==> config.mk <==
export PLATFORM = sky130hd
export DESIGN_NAME = fxpMultArray_flat
export DESIGN_NICKNAME = d
export VERILOG_FILES = /design/src/hdl/fxpPkg.sv /design/src/hdl/neuronCfgIf.sv /design/src/hdl/fxpMultArray.sv /design/src/flat_wrapper.sv
export SDC_FILE = /design/constraint.sdc
export NUM_CORES = 2
export LEC_CHECK = 0
export ABC_AREA = 0
export CELL_PAD_IN_SITES_DETAIL_PLACEMENT = 1
export CELL_PAD_IN_SITES_GLOBAL_PLACEMENT = 1
export CORE_UTILIZATION = 25
export CTS_CLUSTER_DIAMETER = 200
export DETAILED_ROUTE_END_ITERATION = 7
export DONT_BUFFER_PORTS = 1
export PLACE_DENSITY = 0.6
export REMOVE_ABC_BUFFERS = 1
export SYNTH_ARGS = -nofsm -noshare
export SYNTH_HDL_FRONTEND = slang
export SYNTH_SLANG_ARGS = --single-unit
export TNS_END_PERCENT = 5
==> constraint.sdc <==
create_clock -name clk -period 6.3 [get_ports clk]
set_input_delay 0.315 -clock clk [delete_from_list [all_inputs] [get_ports clk]]
set_output_delay 0.315 -clock clk [all_outputs]
set_load 0.01 [all_outputs]
==> src/hdl/fxpPkg.sv <==
`default_nettype none

package fxpPkg;

    // Q7.8 signed fixed point
    localparam int FXP_INT_BITS = 7;
    localparam int FXP_FRAC_BITS = 8;
    localparam int FXP_WIDTH = 1 + FXP_INT_BITS + FXP_FRAC_BITS;

    // Lanes per input vector
    localparam int VEC_LEN = 8;

    // Adder layers between two tree registers
    localparam int ADDERS_PER_STAGE = 2;
    localparam int TREE_LAYERS = $clog2(VEC_LEN);
    localparam int TREE_LATENCY = (TREE_LAYERS + ADDERS_PER_STAGE - 1) / ADDERS_PER_STAGE;

    // Multiplier, tree, then bias stage
    localparam int PIPE_LATENCY = 1 + TREE_LATENCY + 1;

    typedef logic signed [FXP_WIDTH-1:0] fxpT;
    typedef logic signed [2*FXP_WIDTH-1:0] fxpProdT;
    typedef fxpT [VEC_LEN-1:0] fxpVecT;

    typedef logic [7:0] apbAddrT;
    typedef logic [31:0] apbDataT;

    // Register map, weight i sits at REG_WEIGHT0 + 4*i
    localparam apbAddrT REG_WEIGHT0 = 8'h00;
    localparam apbAddrT REG_BIAS = 8'h20;
    localparam apbAddrT REG_CTRL = 8'h24;
    localparam apbAddrT REG_OUTCNT = 8'h28;

endpackage

`default_nettype wire

==> src/hdl/neuronCfgIf.sv <==
`timescale 1ns/1ns
`default_nettype none

interface neuronCfgIf import fxpPkg::*; ();

    // One weight per input lane
    fxpVecT weights;
    fxpT bias;
    logic reluEnable;

    // Register block owns all configuration
    modport regs (
        output weights,
        output bias,
        output reluEnable
    );

    modport mult (
        input weights
    );

    // Bias and clamp are applied after the tree
    modport out (
        input bias,
        input reluEnable
    );

endinterface

`default_nettype wire

==> src/hdl/fxpMultArray.sv <==
`timescale 1ns/1ns
`default_nettype none

module fxpMultArray import fxpPkg::*; (
    input  logic   clk,
    input  logic   reset,
    neuronCfgIf.mult cfg,
    input  logic   inValid,
    input  fxpVecT inVec,
    output logic   prodValid,
    output fxpVecT prodVec
);

    fxpVecT scaledVec;

    for (genvar i = 0; i < VEC_LEN; i++) begin : genLane
        fxpProdT product;
        fxpProdT scaled;

        // Full width product, both operands sign extended first
        assign product = fxpProdT'(inVec[i]) * fxpProdT'(cfg.weights[i]);

        // Drop the extra fraction bits, keep the low word
        assign scaled = product >>> FXP_FRAC_BITS;
        assign scaledVec[i] = scaled[FXP_WIDTH-1:0];
    end

    always_ff @(posedge clk) begin
        prodVec <= scaledVec;
    end

    always_ff @(posedge clk) begin
        if (reset) begin
            prodValid <= 1'b0;
        end else begin
            prodValid <= inValid;
        end
    end

endmodule

`default_nettype wire

==> src/flat_wrapper.sv <==
// flat-port wrapper written by rule: the top's interface ports become plain ports
module fxpMultArray_flat import fxpPkg::*;
  (clk, reset, inValid, inVec, prodValid, prodVec, cfg_weights);
  neuronCfgIf cfg_i ();
  input  logic clk;
  input  logic reset;
  input  logic inValid;
  input  fxpVecT inVec;
  output logic prodValid;
  output fxpVecT prodVec;
  input wire logic [$bits(cfg_i.weights)-1:0] cfg_weights;
  assign cfg_i.weights = cfg_weights;
  fxpMultArray u_core (.clk(clk), .reset(reset), .cfg(cfg_i), .inValid(inValid), .inVec(inVec), .prodValid(prodValid), .prodVec(prodVec));
endmodule
[Word-level counts from Yosys, hierarchy flattened]
Cells that the tools add are included.
Word-level totals
  output and inout bits: 129
  flip-flop bits (word level): 129
  logic and storage cells: 17
Operators by class
  multipliers: 8
Operators with widths (number)
  $mul 16x16->24: 8

[Longest topological paths before layout]
  word-level depth: 1
  gate-level depth with buffers: 24

[Worst setup path before layout]
Ideal clock, no wire load.
  kind: input -> register
  from: in cfg_weights[71]
  to: reg u_core.prodVec[78] (netlist bit)
  required time: 6177 ps
  slack: 394 ps
  setup time: 123 ps
  stages on the path: 23
  arrival: 5783 ps
  path buffers: 2
  path through: clkbuf_1 -> clkbuf_1 -> nand2_1 -> fa_1 -> inv_1 -> fa_1 -> inv_1 -> fa_1 -> inv_1 -> fa_1 -> fa_1 -> inv_1 -> fa_1 -> inv_1 -> ha_1 -> a21o_1 -> a21oi_1 -> o22ai_1 -> a41o_1 -> o41a_1 -> a21oi_1 -> o21bai_1 -> xor2_1
Between the ends
  cells in the longest elaborated chain, start to end: 1
RTL lines
  start, declared: line flat_wrapper.sv:11  | input wire logic [$bits(cfg_i.weights)-1:0] cfg_weights;
  $mul 16x16->24: line fxpMultArray.sv:21  | assign product = fxpProdT'(inVec[i]) * fxpProdT'(cfg.weights[i]);
  net u_core.genLane[4].product[22]: line fxpMultArray.sv:17  | fxpProdT product;
  end signal, assigned: line fxpMultArray.sv:29  | prodVec <= scaledVec;
  end, declared: line fxpMultArray.sv:11  | output fxpVecT prodVec
The timed path passes the listed nets, and every way through them passes these cells.
A chain may end at the register's enable or synchronous reset.

[Worst setup path after layout]
  from: in inVec[23] (netlist bit)
  to: reg u_core.prodVec[31] (netlist bit)
Between the ends
  cells in the longest elaborated chain, start to end: 1
RTL lines
  start, declared: line flat_wrapper.sv:8  | input fxpVecT inVec;
  $mul 16x16->24: line fxpMultArray.sv:21
  net u_core.genLane[1].product[23]: line fxpMultArray.sv:17
The timed path passes the listed nets, and every way through them passes these cells.

==> impl_metrics.tcl <==
set metrics [dict create \
    cts_tree "built" \
    core_mm2 0.244 \
    drc 0 \
    num_io_pins 388 \
    cts_sinks 129 \
    synth_area_leaders "fa_1 (48%), inv_1 (12%), ha_1 (11%)" \
    yosysSeqAreaShare_pct 4.20 \
    area.growth.synth_to_final_pct 6.10 \
    crit_chain "and2_1 > fa_1 > inv_1 > fa_1 > fa_1 > fa_1 > inv_1 > fa_1 > inv_1 > fa_1 > inv_1 > ha_1 > a21o_1 > a21o_1 > nor4_1 > o21ai_1 > a311oi_1 > o21ai_1 > a31oi_1 > o21bai_1 > xnor2_1" \
    first_global_vias 50100 \
    netlist_area_mm2 0.0615 \
    path_class "primary input to flip-flop" \
    overflow 0 \
    yosysTopAreaCell "fa_1" \
    detail-route-antenna-nets 0 \
    period_minus_slack_ns 5.49 \
    status "finished clean" \
    routed_wl_um 175000 \
    max_cap_violations 0 \
    worst_hold_path.endpoint "u_core.prodVec[16]" \
    crit_start "inVec[23]" \
    vias 42000 \
    row_count 181 \
    slowest_delay_ns 0.55 \
    required_ns 6.73 \
    avgSynthCellArea_um2 8.97 \
    crit_arrival_ns 5.92 \
    drt_iter0_drc 1536 \
    drive_gt1_share_pct 0.872 \
    wire_per_inst_um 17.7 \
    synth.distinct_cells 58 \
    hold_path_depth 4 \
    track_usage_pct 14.7 \
    tns_ns 0 \
    start_util_pct 25.2 \
    final.period_utilization_pct 87.1 \
    die-area_mm2 0.248 \
    nets 8942 \
    startpoint_type "primary input" \
    post-dp-hpwl_um 145000 \
    netlist_top_cells_count "inv_1 (1,932), fa_1 (1,488), nand2_1 (895)" \
    firstDrtPassIters 5 \
    ctsHoldBuffers 2 \
    hold_violations 0 \
    crit_path_top_delay_cell "fa_1" \
    ys_warn_count 0 \
    drv_slew 0 \
    synth_edf_count 0 \
    cts_root_buffer "clkbuf_16" \
    synth_async_sr_flop_share_pct 0 \
    cts_buffer_depth 2 \
    postCtsResizedCells 0 \
    synth_top_area_share_pct 48.4 \
    hold_path_class "primary input to flip-flop" \
    clock.fmax_ghz 0.182 \
    antenna_found_initial 8 \
    cts_made_buffers 17 \
    syn-instance-count 6858 \
    grt_pass1_wl_um 283000 \
    routed_via_density 4.26 \
    htreeDepth 4 \
    cp_max_fo 16 \
    worstMarginPinSlew_ns 0.734 \
    crit_top_cell "fa_1" \
    hp-start "inVec[17]" \
    rsz0062_at_grt "no" \
    end_kind "flip-flop" \
    die_h_um 498 \
    synth.most_common_cell "inv_1" \
    die_x_um 498 \
    ys.flop_type "dfxtp_1" \
    grt_max_degree 18 \
    post-cts-setup-buffers 0 \
    port_buffers 0 \
    place_congestion 0.836 \
    setup_viol 0 \
    relSlewSlack_pct 50.6 \
    synth_seq_cells 129 \
    clkTransAtPathRegs_ns 0.07 \
]
cells in the final DEF (no fill, tap or decap), types with 4 or more instances in the layout:
cell type,Yosys,layout
o21ai_0,38,38
nand3_1,9,9
ha_1,560,560
or3_1,10,10
buf_4,0,9
and4_1,4,4
nor4_1,4,4
nand2_1,895,895
nor2b_1,19,19
and2_1,858,858
clkbuf_16,0,17
fa_1,1488,1488
a21oi_1,39,39
nor3_1,15,15
nand2b_1,50,50
a21o_1,30,30
nor2_1,121,121
a31oi_1,13,13
xor2_1,58,58
inv_1,1932,1932
clkinv_4,0,4
o21bai_1,7,7
nand4_1,11,11
o21a_1,23,23
o21ai_1,5,5
a211oi_1,7,7
dfxtp_1,129,129
xnor2_1,232,231
flip-flops by register name, summed over array words and instances (netlist names):
signal	cells
u_core.prodValid	1
u_core.prodVec	128
through the flow:
step / instance area (um^2) / worst slack, ns / cells / hold WS (ns) / util, %
floorplan: 60500 / 0.689 / 6605 / 0.387 / -
global placement: 64600 / 0.223 / 9816 / 0.388 / 26.5
detailed placement: 64600 / 0.147 / 9816 / 0.391 / 26.5
CTS: 65200 / 0.790 / 9850 / 0.0929 / 26.7
global route: 65200 / 0.517 / 9851 / 0.149 / 26.7
finish: 65200 / 0.814 / 9852 / 0.161 / 26.7
kinds of logic after synthesis:
group,after synthesis,synth area share [%]
xor gates and xnor gates,290,4.13
DFF,129,4.20
AOI/OAI and AO/OA,200,2.23
adders and majority gates,2048,59.8
buffers and inverters,2185,13.3
and+or+nand+nor,2006,16.3
per-layer routing:
metal  track usage, %  wire [um]
met3             2.66       8050
met4             3.23       3440
met1             18.0      74200
met2             26.4      89200
met5                0          0
worst max-delay path, delay by kind of cell:
kind / cells / cell delay (ns)
AND/OR/NAND/NOR: 2 / 0.38
AO/OA/AOI/OAI: 7 / 1.58
adder cells (fa/ha/maj): 7 / 3.33
buffers and inverters: 4 / 0.19
XOR/XNOR: 1 / 0.13
cell type report:
type                       instances  area [um^2]
inverter                        1932         7250
clock inverter                    14          156
sequential                       129         2580
fill                           28700       179000
tap                             3202         4010
timing repair buffer              11         87.6
multi-input combinational       4544        50700
antenna                            2         5.00
clock buffer                      18          439
worst max path at each step:
stage | slack (ns) | depth (start not counted) | end
after global routing | 0.52 | 20 | u_core.prodVec[15]
after CTS | 0.79 | 20 | u_core.prodVec[47]
after floorplan | 0.69 | 21 | u_core.prodVec[78]
after global placement | 0.22 | 20 | u_core.prodVec[47]
final | 0.81 | 21 | u_core.prodVec[31]
after detailed placement | 0.15 | 20 | u_core.prodVec[47]
Power is left out: the tool's default activity adds up to more than one toggle a clock period on the data nets, which glitch-free logic cannot reach.
