**src/hdl/fxpPkg.sv**
```systemverilog
`default_nettype none

package fxpPkg;

    // Q7.8 signed fixed point
    localparam int FXP_INT_BITS = 7;
    localparam int FXP_FRAC_BITS = 8;
    localparam int FXP_WIDTH = 1 + FXP_INT_BITS + FXP_FRAC_BITS;

    // Lanes per input vector
    localparam int VEC_LEN = 8;

    // Adder layers between two tree registers
    localparam int ADDERS_PER_STAGE = 2;
    localparam int TREE_LAYERS = $clog2(VEC_LEN);
    localparam int TREE_LATENCY = (TREE_LAYERS + ADDERS_PER_STAGE - 1) / ADDERS_PER_STAGE;

    // Multiplier, tree, then bias stage
    localparam int PIPE_LATENCY = 1 + TREE_LATENCY + 1;

    typedef logic signed [FXP_WIDTH-1:0] fxpT;
    typedef logic signed [2*FXP_WIDTH-1:0] fxpProdT;
    typedef fxpT [VEC_LEN-1:0] fxpVecT;

    typedef logic [7:0] apbAddrT;
    typedef logic [31:0] apbDataT;

    // Register map, weight i sits at REG_WEIGHT0 + 4*i
    localparam apbAddrT REG_WEIGHT0 = 8'h00;
    localparam apbAddrT REG_BIAS = 8'h20;
    localparam apbAddrT REG_CTRL = 8'h24;
    localparam apbAddrT REG_OUTCNT = 8'h28;

endpackage

`default_nettype wire

```
**src/hdl/neuronCfgIf.sv**
```systemverilog
`timescale 1ns/1ns
`default_nettype none

interface neuronCfgIf import fxpPkg::*; ();

    // One weight per input lane
    fxpVecT weights;
    fxpT bias;
    logic reluEnable;

    // Register block owns all configuration
    modport regs (
        output weights,
        output bias,
        output reluEnable
    );

    modport mult (
        input weights
    );

    // Bias and clamp are applied after the tree
    modport out (
        input bias,
        input reluEnable
    );

endinterface

`default_nettype wire

```
**src/hdl/neuronOutStage.sv**
```systemverilog
`timescale 1ns/1ns
`default_nettype none

module neuronOutStage import fxpPkg::*; (
    input  logic clk,
    input  logic reset,
    neuronCfgIf.out cfg,
    input  logic sumValid,
    input  fxpT  sum,
    output logic outValid,
    output fxpT  outData
);

    fxpT biased;
    fxpT activated;

    // Wraps modulo 2^16
    assign biased = sum + cfg.bias;

    // ReLU looks only at the sign bit
    assign activated = (cfg.reluEnable && biased[FXP_WIDTH-1]) ? '0 : biased;

    // Output holds its last value between results
    always_ff @(posedge clk) begin
        if (sumValid) begin
            outData <= activated;
        end
    end

    always_ff @(posedge clk) begin
        if (reset) begin
            outValid <= 1'b0;
        end else begin
            outValid <= sumValid;
        end
    end

endmodule

`default_nettype wire

```
**src/flat_wrapper.sv**
```systemverilog
// flat-port wrapper written by rule: the top's interface ports become plain ports
module neuronOutStage_flat import fxpPkg::*;
  (clk, reset, sumValid, sum, outValid, outData, cfg_bias, cfg_reluEnable);
  neuronCfgIf cfg_i ();
  input  logic clk;
  input  logic reset;
  input  logic sumValid;
  input  fxpT sum;
  output logic outValid;
  output fxpT outData;
  input wire logic [$bits(cfg_i.bias)-1:0] cfg_bias;
  input wire logic [$bits(cfg_i.reluEnable)-1:0] cfg_reluEnable;
  assign cfg_i.bias = cfg_bias;
  assign cfg_i.reluEnable = cfg_reluEnable;
  neuronOutStage u_core (.clk(clk), .reset(reset), .cfg(cfg_i), .sumValid(sumValid), .sum(sum), .outValid(outValid), .outData(outData));
endmodule
```
**config.mk**
```make
export PLATFORM = sky130hd
export DESIGN_NAME = neuronOutStage_flat
export DESIGN_NICKNAME = d
export VERILOG_FILES = /design/src/hdl/fxpPkg.sv /design/src/hdl/neuronCfgIf.sv /design/src/hdl/neuronOutStage.sv /design/src/flat_wrapper.sv
export SDC_FILE = /design/constraint.sdc
export NUM_CORES = 1
export LEC_CHECK = 0
export ABC_AREA = 0
export ABC_CLOCK_PERIOD_IN_PS = 3050
export BUFFER_PORTS_ARGS = -buffer_cell sky130_fd_sc_hd__buf_2
export CAP_MARGIN = 10
export CORE_ASPECT_RATIO = 0.7
export CORE_UTILIZATION = 40
export DETAILED_ROUTE_END_ITERATION = 12
export GPL_TIMING_DRIVEN = 0
export PLACE_DENSITY = 0.68
export REMOVE_ABC_BUFFERS = 1
export SLEW_MARGIN = 40
export SYNTH_ARGS = -nofsm -noshare
export SYNTH_HDL_FRONTEND = slang
export SYNTH_SLANG_ARGS = --single-unit
```
**constraint.sdc**
```tcl
create_clock -name clk -period 3.05 [get_ports clk]
set_input_delay 0.915 -clock clk [delete_from_list [all_inputs] [get_ports clk]]
set_output_delay 0.915 -clock clk [all_outputs]
set_load 0.02 [all_outputs]
```
# [Yosys cells after proc, flatten, opt, wreduce, memory -nomap -nowiden]
# Cells that the tools add are included.
[word_totals] regBits=17 latch_bits=0 ram_bits=0 rom_bits=0 in_bits=36 output_inout_bits=17 mem_count=0
[op_classes] n_addsub=1 multipliers=0 n_div=0 magnitude_cmp=0 eq_ne=0 shift=0 n_mux=0 n_bitwise=0 n_reduce_logical=1
[ops] cell="$add 16x16->16" count=1
[ops] cell="$logic_and 1x1->1" count=1

# [Depth between registers and ports, before layout]
[depth] ltp_word=2 depth_mapped=8 ltp_nobuf=8

# [Worst setup path after synthesis]
# No wires, ideal clock.
[synth_timing] path_kind="input -> register" startpoint="in cfg_bias[0]" endpoint="reg u_core.outData[14] (data pin)" setup_time_ns=0.256 t_arrival_ns=2.395 required_time_ns=2.794 setup_slack_ns=0.399 path_stages=8 n_path_buf=0 path_cell_list="ha_1 fa_1 a21oi_1 nor3_1 o41ai_2 a21oi_1 xnor2_1 nor3_2"
[synth_between] elab_chain_cells=2
[synth_lines] element="start, declared" line_no="flat_wrapper.sv:11" text="input wire logic [$bits(cfg_i.bias)-1:0] cfg_bias;"
[synth_lines] element="$add 16x16->16 (*)" line_no="neuronOutStage.sv:18" text="assign biased = sum + cfg.bias;"
[synth_lines] element="$logic_and 1x1->1" line_no="neuronOutStage.sv:21" text="assign activated = (cfg.reluEnable && biased[FXP_WIDTH-1]) ? '0 : biased;"
[synth_lines] element="end signal, assigned" line_no="neuronOutStage.sv:26" text="outData <= activated;"
[synth_lines] element="end, declared" line_no="neuronOutStage.sv:11" text="output fxpT outData"
# Every way passes the cells marked *; elsewhere a longest branch is shown, timed or not.
# A chain may end at the register's enable or synchronous reset.

# [Final worst setup path]
[layout_timing] startpoint="in cfg_bias[5]" endpoint="reg u_core.outData[1] (data pin)"
[layout_between] elab_chain_cells=2
[layout_lines] element="$add 16x16->16" line_no="neuronOutStage.sv:18"
[layout_lines] element="$logic_and 1x1->1" line_no="neuronOutStage.sv:21"
# No other way between the ends.

==> impl_metrics.tcl <==
set metrics [dict create \
    drcViolationCount 0 \
    worstHoldStart "reset" \
    row_count 17 \
    hold_end "u_core.outValid$_SDFF_PP0_" \
    clk_path_buf_depth 2 \
    start_util_pct 43.37 \
    synth_cells 136 \
    totalWireLength_mm 2.959 \
    die_height_um 51.70 \
    grt_pass1_wl_mm 4.588 \
    via_per_inst 5.224 \
    start_kind "input port" \
    cp_slowest_cell "o221ai_4" \
    gp_congestion 0.8352 \
    critical_path.cell_chain "buf_2 -> ha_1 -> nand4_2 -> a211oi_2 -> nor2_1 -> o221ai_4 -> nor2_1 -> and2_1" \
    fin_crit_sh_pct 92.39 \
    cts_hold_buffers 0 \
    fin_util_pct 54.36 \
    async_flop_share_pct 0 \
    slowest_delay_ns 0.44 \
    dp_hpwl_mm 2.505 \
    final_common_cell "buf_2" \
    status "finished, final reports clean" \
    clk_pin_slew_ns 0.06 \
    ctsResizeCount 0 \
    dr.pass1.iters 6 \
    finalHoldViolCount 0 \
    power.density_nw_per_um2 454.5 \
    first_iter_violations 62 \
    cts-root-buf "clkbuf_8" \
    numPortBuffers 52 \
    critPathTopFamily "compound AO/OA/AOI/OAI gates" \
    synth_cell_types 38 \
    vias 1238 \
    setup_ws_ns 0.2320 \
    worstHoldPathCells 2 \
    grt-ovfl-total 0 \
    ys_seq_area_share_pct 35.46 \
    first_global_vias 1128 \
    cts-buffers-inserted 3 \
    cp.arrival_ns 2.82 \
    wl_per_cell_um 12.49 \
    worstSetupPathType "in -> reg" \
    place_inst 233 \
    htree_levels 1 \
    crit_path_max_fanout 13 \
    critical_path_buf_inv_count 1 \
    num-nets-final 243 \
    cts_setup_buffers 0 \
    grt_max_degree 18 \
    io_pins 53 \
    dp_slack_ns -0.2431 \
    max-vdd-ir-drop_uv 208.3 \
    synth_seq_cells 17 \
    grt_setup_unrepaired "no" \
    mostFrequentLayoutCells "buf_2 (52), edfxtp_1 (16), a21oi_1 (15), ha_1 (15), nor3_2 (10)" \
    drive_gt1_share_pct 39.47 \
    dieArea_um2 3773 \
    cts_sinks 17 \
    synth_area_um2 1411 \
    max_freq_ghz 0.3549 \
    finalMaxSlewViolations 0 \
    antenna_found_initial 0 \
    stdcell_count 237 \
    yosysWarnings 0 \
    maxSlewHeadroom_pct 64.26 \
    critPathRequiredTime_ns 3.05 \
    crit_top_cell "nor2_1" \
    synth_ff_type "edfxtp_1" \
    finalSetupViolCount 0 \
    hp-class "in -> reg" \
    core-area_um2 3254 \
    min_period_ns 2.818 \
    maxCapViolations 0 \
    cts_tree "done" \
    diodes 0 \
    synth_edf_count 16 \
    die_x_um 73.00 \
    avgSynthCellArea_um2 10.38 \
    grtUsageTotal_pct 15.49 \
    endpoint_kind "register" \
    syn_to_final_growth_pct 25.35 \
    leakagePower_uw 0.0007814 \
    p_total_uw 804.2 \
    tightestPinTransition_ns 0.5361 \
    drtAntennaViolNets 0 \
]
-- kinds of logic (layout without fill, tap and decap cells) --
| group | after synthesis | count (layout) | share of synthesized area [%] |
|---|---|---|---|
| DFF | 17 | 17 | 35.46 |
| and+or+nand+nor | 45 | 45 | 20.04 |
| xor gates and xnor gates | 15 | 15 | 9.309 |
| buffers and inverters | 5 | 59 | 2.128 |
| adders and majority gates | 16 | 16 | 14.72 |
| AOI/OAI and AO/OA | 38 | 38 | 18.35 |
-- state kept, by name (all words and copies together) (netlist names) --
| name | count |
|---|---|
| u_core.outValid | 1 |
| u_core.outData | 16 |
-- how the worst max path moves through the flow --
stage          cells after the start   startpoint  slack, ns                              end
6_report                           8  cfg_bias[5]       0.23  u_core.outData[1]$_SDFFCE_PP0P_
5_1_grt                            8  cfg_bias[5]       0.08  u_core.outData[1]$_SDFFCE_PP0P_
4_1_cts                            8  cfg_bias[5]       0.02  u_core.outData[1]$_SDFFCE_PP0P_
3_5_place_dp                       8  cfg_bias[5]      -0.24  u_core.outData[1]$_SDFFCE_PP0P_
3_3_place_gp                       8  cfg_bias[8]      -0.17  u_core.outData[1]$_SDFFCE_PP0P_
2_1_floorplan                      7  cfg_bias[8]       0.19  u_core.outData[0]$_SDFFCE_PP0P_
-- per-layer routing --
layer	up-vias	part of all wire, %	track usage (%)
met5	-	0	0
met4	0	0.81	6.209
met3	4	4.7	1.357
met2	56	43	25.77
met1	556	51	20.90
li1	622	-	-
-- where the power goes --
part	leakage (uW)	switching, uW	total, uW	internal (uW)
clock network	0.0000255	72.3	163	90.4
logic	0.000592	198	328	130
registers	0.000163	7.98	313	305
total	0.000781	278	804	526
-- layout make-up --
cell class                 instances  area (um2)
fill                             301        1485
multi-input combinational        114       892.1
sequential                        17       500.5
timing repair buffer              52       260.3
tap                               47       58.81
clock buffer                       3       41.29
inverter                           3       11.26
clock inverter                     1       5.005
-- synth_stat cells, types with 2 or more instances --
master / n / area [um2]
a21o_1: 3 / 22.52
a21oi_1: 15 / 75.07
a21oi_2: 2 / 17.52
and2_1: 3 / 18.77
edfxtp_1: 16 / 480.5
ha_1: 15 / 187.7
inv_1: 3 / 11.26
nand2_1: 9 / 33.78
nand3_1: 2 / 10.01
nand4_1: 3 / 18.77
nor2_1: 7 / 26.28
nor3_1: 4 / 20.02
nor3_2: 10 / 100.1
o21ai_0: 7 / 35.03
xnor2_1: 7 / 61.31
xor2_1: 8 / 70.07
-- per-stage QoR --
step	TNS (ns)	instance area [um2]	hold WS (ns)
2_1_floorplan	0	1393	0.9866
3_3_place_gp	-0.4832	1712	1.073
3_5_place_dp	-0.7394	1712	1.082
4_1_cts	0	1758	0.8164
5_1_grt	0	1769	0.8297
6_report	0	1769	0.8209
Note: power is estimated with default switching activity, not from simulation.
