<file path="src/hdl/fxpPkg.sv">
`default_nettype none

package fxpPkg;

    // Q7.8 signed fixed point
    localparam int FXP_INT_BITS = 7;
    localparam int FXP_FRAC_BITS = 8;
    localparam int FXP_WIDTH = 1 + FXP_INT_BITS + FXP_FRAC_BITS;

    // Lanes per input vector
    localparam int VEC_LEN = 8;

    // Adder layers between two tree registers
    localparam int ADDERS_PER_STAGE = 2;
    localparam int TREE_LAYERS = $clog2(VEC_LEN);
    localparam int TREE_LATENCY = (TREE_LAYERS + ADDERS_PER_STAGE - 1) / ADDERS_PER_STAGE;

    // Multiplier, tree, then bias stage
    localparam int PIPE_LATENCY = 1 + TREE_LATENCY + 1;

    typedef logic signed [FXP_WIDTH-1:0] fxpT;
    typedef logic signed [2*FXP_WIDTH-1:0] fxpProdT;
    typedef fxpT [VEC_LEN-1:0] fxpVecT;

    typedef logic [7:0] apbAddrT;
    typedef logic [31:0] apbDataT;

    // Register map, weight i sits at REG_WEIGHT0 + 4*i
    localparam apbAddrT REG_WEIGHT0 = 8'h00;
    localparam apbAddrT REG_BIAS = 8'h20;
    localparam apbAddrT REG_CTRL = 8'h24;
    localparam apbAddrT REG_OUTCNT = 8'h28;

endpackage

`default_nettype wire

</file>
<file path="src/hdl/fxpAdderTree.sv">
`timescale 1ns/1ns
`default_nettype none

module fxpAdderTree import fxpPkg::*; #(
    parameter int SIZE = VEC_LEN,
    parameter int ADDERS_PER_LAYER_GROUP = ADDERS_PER_STAGE
) (
    input  logic            clk,
    input  logic            reset,
    input  logic            inValid,
    input  fxpT [SIZE-1:0]  inVec,
    output logic            outValid,
    output fxpT             sum
);

    localparam int LAYERS = $clog2(SIZE);

    // A single input still gets one register
    localparam int STAGES = (LAYERS == 0) ? 1 :
        (LAYERS + ADDERS_PER_LAYER_GROUP - 1) / ADDERS_PER_LAYER_GROUP;

    // Number of values left after a given layer
    function automatic int nodeCount(input int layer);
        int n;
        n = SIZE;
        for (int i = 0; i < layer; i++) begin
            n = (n + 1) / 2;
        end
        return n;
    endfunction

    // Row 0 is the input, row l the output of adder layer l
    fxpT layerVal [0:LAYERS][0:SIZE-1];
    logic [STAGES-1:0] validPipe;

    for (genvar k = 0; k < SIZE; k++) begin : genInput
        assign layerVal[0][k] = inVec[k];
    end

    for (genvar l = 1; l <= LAYERS; l++) begin : genLayer
        localparam int PREV = nodeCount(l - 1);
        localparam int CUR = nodeCount(l);
        localparam bit REGISTERED = ((l % ADDERS_PER_LAYER_GROUP) == 0) || (l == LAYERS);

        for (genvar j = 0; j < SIZE; j++) begin : genNode
            if (j < CUR) begin : genActive
                fxpT nodeSum;

                // Pairs are added with wrap, an odd last element passes through
                if (2 * j + 1 < PREV) begin : genAdd
                    assign nodeSum = layerVal[l-1][2*j] + layerVal[l-1][2*j+1];
                end else begin : genPass
                    assign nodeSum = layerVal[l-1][2*j];
                end

                if (REGISTERED) begin : genReg
                    fxpT nodeReg;

                    always_ff @(posedge clk) begin
                        nodeReg <= nodeSum;
                    end

                    assign layerVal[l][j] = nodeReg;
                end else begin : genComb
                    assign layerVal[l][j] = nodeSum;
                end
            end else begin : genUnused
                assign layerVal[l][j] = '0;
            end
        end
    end

    if (LAYERS == 0) begin : genSingle
        fxpT singleReg;

        always_ff @(posedge clk) begin
            singleReg <= layerVal[0][0];
        end

        assign sum = singleReg;
    end else begin : genRoot
        assign sum = layerVal[LAYERS][0];
    end

    // Valid travels through as many registers as the data
    always_ff @(posedge clk) begin
        if (reset) begin
            validPipe <= '0;
        end else begin
            validPipe[0] <= inValid;
            for (int i = 1; i < STAGES; i++) begin
                validPipe[i] <= validPipe[i-1];
            end
        end
    end

    assign outValid = validPipe[STAGES-1];

endmodule

`default_nettype wire

</file>
<file path="config.mk">
export PLATFORM = sky130hd
export DESIGN_NAME = fxpAdderTree
export DESIGN_NICKNAME = d
export VERILOG_FILES = /design/src/hdl/fxpPkg.sv /design/src/hdl/fxpAdderTree.sv
export SDC_FILE = /design/constraint.sdc
export NUM_CORES = 1
export LEC_CHECK = 0
export ABC_AREA = 1
export BUFFER_PORTS_ARGS = -buffer_cell sky130_fd_sc_hd__buf_2
export CORE_ASPECT_RATIO = 0.9
export CORE_MARGIN = 10
export CORE_UTILIZATION = 51
export CTS_BUF_LIST = sky130_fd_sc_hd__clkbuf_8
export DETAILED_ROUTE_END_ITERATION = 10
export PLACE_DENSITY = 0.8
export SYNTH_ARGS = -nofsm -noshare
export SYNTH_HDL_FRONTEND = slang
export SYNTH_SLANG_ARGS = --single-unit
</file>
<file path="constraint.sdc">
create_clock -name clk -period 2.4 [get_ports clk]
set_input_delay 0.12 -clock clk [delete_from_list [all_inputs] [get_ports clk]]
set_output_delay 0.12 -clock clk [all_outputs]
set_load 0.02 [all_outputs]
</file>
# Word-level counts from Yosys, hierarchy flattened
# Index checks and enable logic that the tools add are counted.
[op_classes]
addsub = 7
[ops]
columns = ["op", "n"]
rows = [
  ["$add 16x16->16", 7],
]
[totals]
regBits = 50
inputBits = 131
out_inout_bits = 17
word_cells = 11

# Depth between registers and ports, before layout
[logic_depth]
depth_word = 2
ltp_mapped = 13
ltp_nobuf = 13

# Least setup slack after synthesis
# Ideal clock, no wire load.
[synth_path]
path_type = "in2reg"
from = "input port inVec[1] (netlist bit)"
to = "register genLayer[2].genNode[0].genActive.genReg.nodeReg[13]"
setup_ns = 0.114
arrival_ns = 2.246
t_required_ns = 2.286
path_slack_ns = 0.040
stages = 10
n_path_buf = 0
path_cell_list = "fa_1 -> fa_1 -> ha_1 -> fa_1 -> nand3_1 -> nand3_1 -> nand3_1 -> nand3_1 -> nand2_1 -> nand2_1"
[synth_via]
elab_chain_cells = 2
[synth_rtl]
columns = ["element", "line_no", "text"]
rows = [
  ["from (decl)", "fxpAdderTree.sv:11", "input fxpT [SIZE-1:0] inVec,"],
  ["$add 16x16->16 (2 in a row)", "fxpAdderTree.sv:51", "assign nodeSum = layerVal[l-1][2*j] + layerVal[l-1][2*j+1];"],
  ["named net genLayer[2].genNode[0].genActive.nodeSum[13]", "fxpAdderTree.sv:47", "fxpT nodeSum;"],
  ["to (signal assigned)", "fxpAdderTree.sv:60", "nodeReg <= nodeSum;"],
  ["to (decl)", "fxpAdderTree.sv:57", "fxpT nodeReg;"],
]
# The timed path passes the listed nets, and every way through them passes these cells.
# A chain may end at the register's enable or synchronous reset.

# Worst setup path after layout
[layout_path]
from = "input port inVec[65] (netlist bit)"
to = "register genLayer[2].genNode[1].genActive.genReg.nodeReg[13]"
[layout_via]
elab_chain_cells = 2
[layout_rtl]
columns = ["element", "line_no"]
rows = [
  ["$add 16x16->16 (2 in a row)", "fxpAdderTree.sv:51"],
  ["named net genLayer[2].genNode[1].genActive.nodeSum[13]", "fxpAdderTree.sv:47"],
  ["to (signal assigned)", "fxpAdderTree.sv:60"],
  ["to (decl)", "fxpAdderTree.sv:57"],
]
# The timed path passes the listed nets, and every way through them passes these cells.

==> parameters.txt <==
Parameter                              Value

Floorplan
  IO Count    148
  Core box area    10900 um^2
  Floorplan die area    15900 um^2
  Die Span X    132 um
  Starting density of the core    52.6%
  Die Height    121 um
  Core Rows    36

Logic synthesis
  Cell count after synthesis    838
  Mean area per synthesized cell    6.84 um^2
  Synth area leaders    fa_1, dfxtp_1, inv_1
  Part of the Yosys area used for sequential elements    17.5%
  Net Count, Synth    1075
  Area share of the largest cell type after synthesis    21.3%
  Cell taking the most area after synthesis    fa_1
  Number of library cell types mapped by synthesis    18
  Share of synthesized flip-flops with an asynchronous set or reset    0%
  Flip-flop and latch count after synthesis    50
  Number of enable flip-flop cells after synthesis    0
  Syn Std Cell Area    5730 um^2
  Number of synthesis warnings    0
  Dominant synthesized flop cell    dfxtp_1

Timing
  Sum of negative setup slack    0 ps
  Final number of max-transition violations    0
  Maximum clock frequency    442 MHz
  Worst Hold Margin    28.0 ps
  Unrepaired setup endpoints after global routing    false
  Relative slew slack    81.8%
  Tightest Pin Transition    271 ps
  Final worst setup slack    136 ps
  Final min period    2260 ps
  Clock skew after layout    4.84 ps
  Final cycle utilization of the critical path    94.3%
  Final hold vios    0
  Final setup violation count    0

Worst setup path
  Worst setup path endpoint    genLayer[2].genNode[1].genActive.genReg.nodeReg[13]
  Worst setup path startpoint    inVec[65]
  Critical R2R Capture    sum[12]
  Register-to-Register Path Depth    9
  Worst EP required    2610 ps
  R2R Path Start    genLayer[2].genNode[1].genActive.genReg.nodeReg[0]
  Critical Path AT    2470 ps
  Category of the worst setup path launch point    primary input
  Critical Path End Type    flop
  R2r setup slk    670 ps
  Worst-path fanout max    4
  Kind of critical path    in -> reg

Clocking
  Clock Latency Late Sink    310 ps
  Max clock buf depth    2
  Clock tree root driver cell    clkbuf_8
  Clock Sink Count    50
  TritonCTS clock tree    yes
  Number of CTS-inserted buffers    5
  Number of H-tree levels    2
  Clock slew seen by the registers of the worst setup and hold paths    90 ps

Routing
  Number of DRC markers in iteration 0    246
  Number of detailed-routing iterations run before antenna repair    4
  Via count    5092
  Count of antenna-violating nets left after detailed routing    0
  Avg WL per Cell    10.5 um
  Total detailed-routing wirelength    12100 um
  Vias per Instance    4.39
  Remaining routing DRC violations    0

Power and ir drop
  Total power draw    6840 uW
  Switching Fraction    49.9%
  Total net switching power    3410 uW
  Power Dens Cells    997 nW/um^2
  Peak VDD IR    0.428 mV
  Fraction of power consumed by combinational cells    71.9%
  Clock network fraction of design power    7.1%
  Internal power summed over all cells    3430 uW
  Standby leakage power    0.00438 uW
  Share of total power in sequential cells    21.0%

Global routing
  Initial antenna violation count    0
  M1 GR Usage    19.4%
  Wire length of the first global-routing pass    21100 um
  Residual overflow from global routing    0
  Number of global-route vias before repair    5116
  Most Crowded Layer GR    met2
  Global-route usage over all layers    15.4%
  Maximum number of pins on one net before global-route repair    17
  Met3 usage    3.68%
  GR Layer Usage met2    26.4%

Place
  Post-DP HPWL    11100 um
  Number of port buffers    147
  Worst setup timing slack at the placement stage    -214 ps
  Final GP Congestion    0.923

Final layout
  Synth-to-layout area growth    19.6%
  Ant diodes    0
  Filler cell count    1059
  Net count of the finished layout    1243
  Fraction of final layout cells sized beyond drive strength 1    20.3%
  Top library cells by usage in the layout, fill and taps aside    inv_1, nand2_1, buf_2, fa_1, nand3_1
  Most common cell after layout, fill and taps aside    inv_1
  Utilization after layout    62.9%

Min path
  Min-delay worst type    in -> reg
  Worst hold path stage count    2

Run status
  Outcome    finished clean

Run
  Number of maximum-capacitance violations    0
cells by family (layout without fill, tap and decap cells):
family                     after synthesis  count (layout)  share of synthesized area [%]
and+or+nand+nor                        369             369                           28.3
DFF                                     50              50                           17.5
AOI/OAI and AO/OA                       24              24                           2.10
xor gates and xnor gates                24              24                           3.67
buffers and inverters                  265             434                           17.4
adders and majority gates              106             106                           31.1
registers in the layout, summed over array words and instances (netlist names):
signal / count
validPipe: 2
sum: 16
genLayer.genNode.genActive.genReg.nodeReg: 32
worst max-delay path, stage by stage:
cell     delay (ps)
buf_2           110
fa_1            550
fa_1            420
ha_1            230
fa_1            450
nand3_1         110
nand3_1         160
nand3_1         130
nand3_1          70
nand2_1          70
nand2_1          50
synthesized netlist by cell type (6+ instances only):
cell,count
nor2_1,36
fa_1,61
nand2_1,227
inv_1,265
xnor2_1,8
nor2_2,12
nand4_1,11
and2_1,6
nand2_2,16
a21oi_1,24
ha_1,45
dfxtp_1,50
nand3_1,53
xor2_1,16
worst min path at each step:
stage,startpoint,to,slack [ps]
6_report,inVec[112],genLayer[2].genNode[1].genActive.genReg.nodeReg[0],30
5_1_grt,inValid,validPipe[0],30
4_1_cts,inValid,validPipe[0],20
3_5_place_dp,reset,validPipe[1],300
3_3_place_gp,reset,validPipe[1],290
2_1_floorplan,reset,validPipe[0],190
routing by layer:
layer  up-vias  share of wire [%]
met5         -                  0
met4         0                1.5
met3        14                5.3
met2       119                 46
met1      2198                 47
li1       2761                  -
cell type report:
type | count | area, um^2 | area share (%)
Clock buffer | 5 | 68.8 | 1.00
Timing Repair Buffer | 161 | 843 | 12.3
Sequential cell | 50 | 1000 | 14.6
Inverter | 265 | 995 | 14.5
Multi-Input combinational cell | 523 | 3740 | 54.5
Clock inverter | 3 | 21.3 | 0.310
Tap cell | 152 | 190 | 2.77
metrics by stage:
stage               instances  cell area (um^2)
global placement         1150              6760
floorplan                 838              5730
detailed placement       1150              6760
global route             1159              6860
finish                   1159              6860
CTS                      1159              6860
what timing repair did:
item	CTS	global route
hold buffers	1	0
setup endpoints to repair	0	1
setup buffers	0	0
gates resized for setup	0	1
endpoints found under the hold margin	2	0
power groups by stage:
stage / Sequential [uW] / Combinational [uW] / Clock, uW
after floorplan: 1600 / 3560 / 0
after global placement: 1460 / 4800 / 0
after detailed placement: 1470 / 4900 / 0
after CTS: 1450 / 4940 / 496
after global routing: 1480 / 5670 / 537
final: 1440 / 4920 / 482
(Power assumes the default switching activity.)
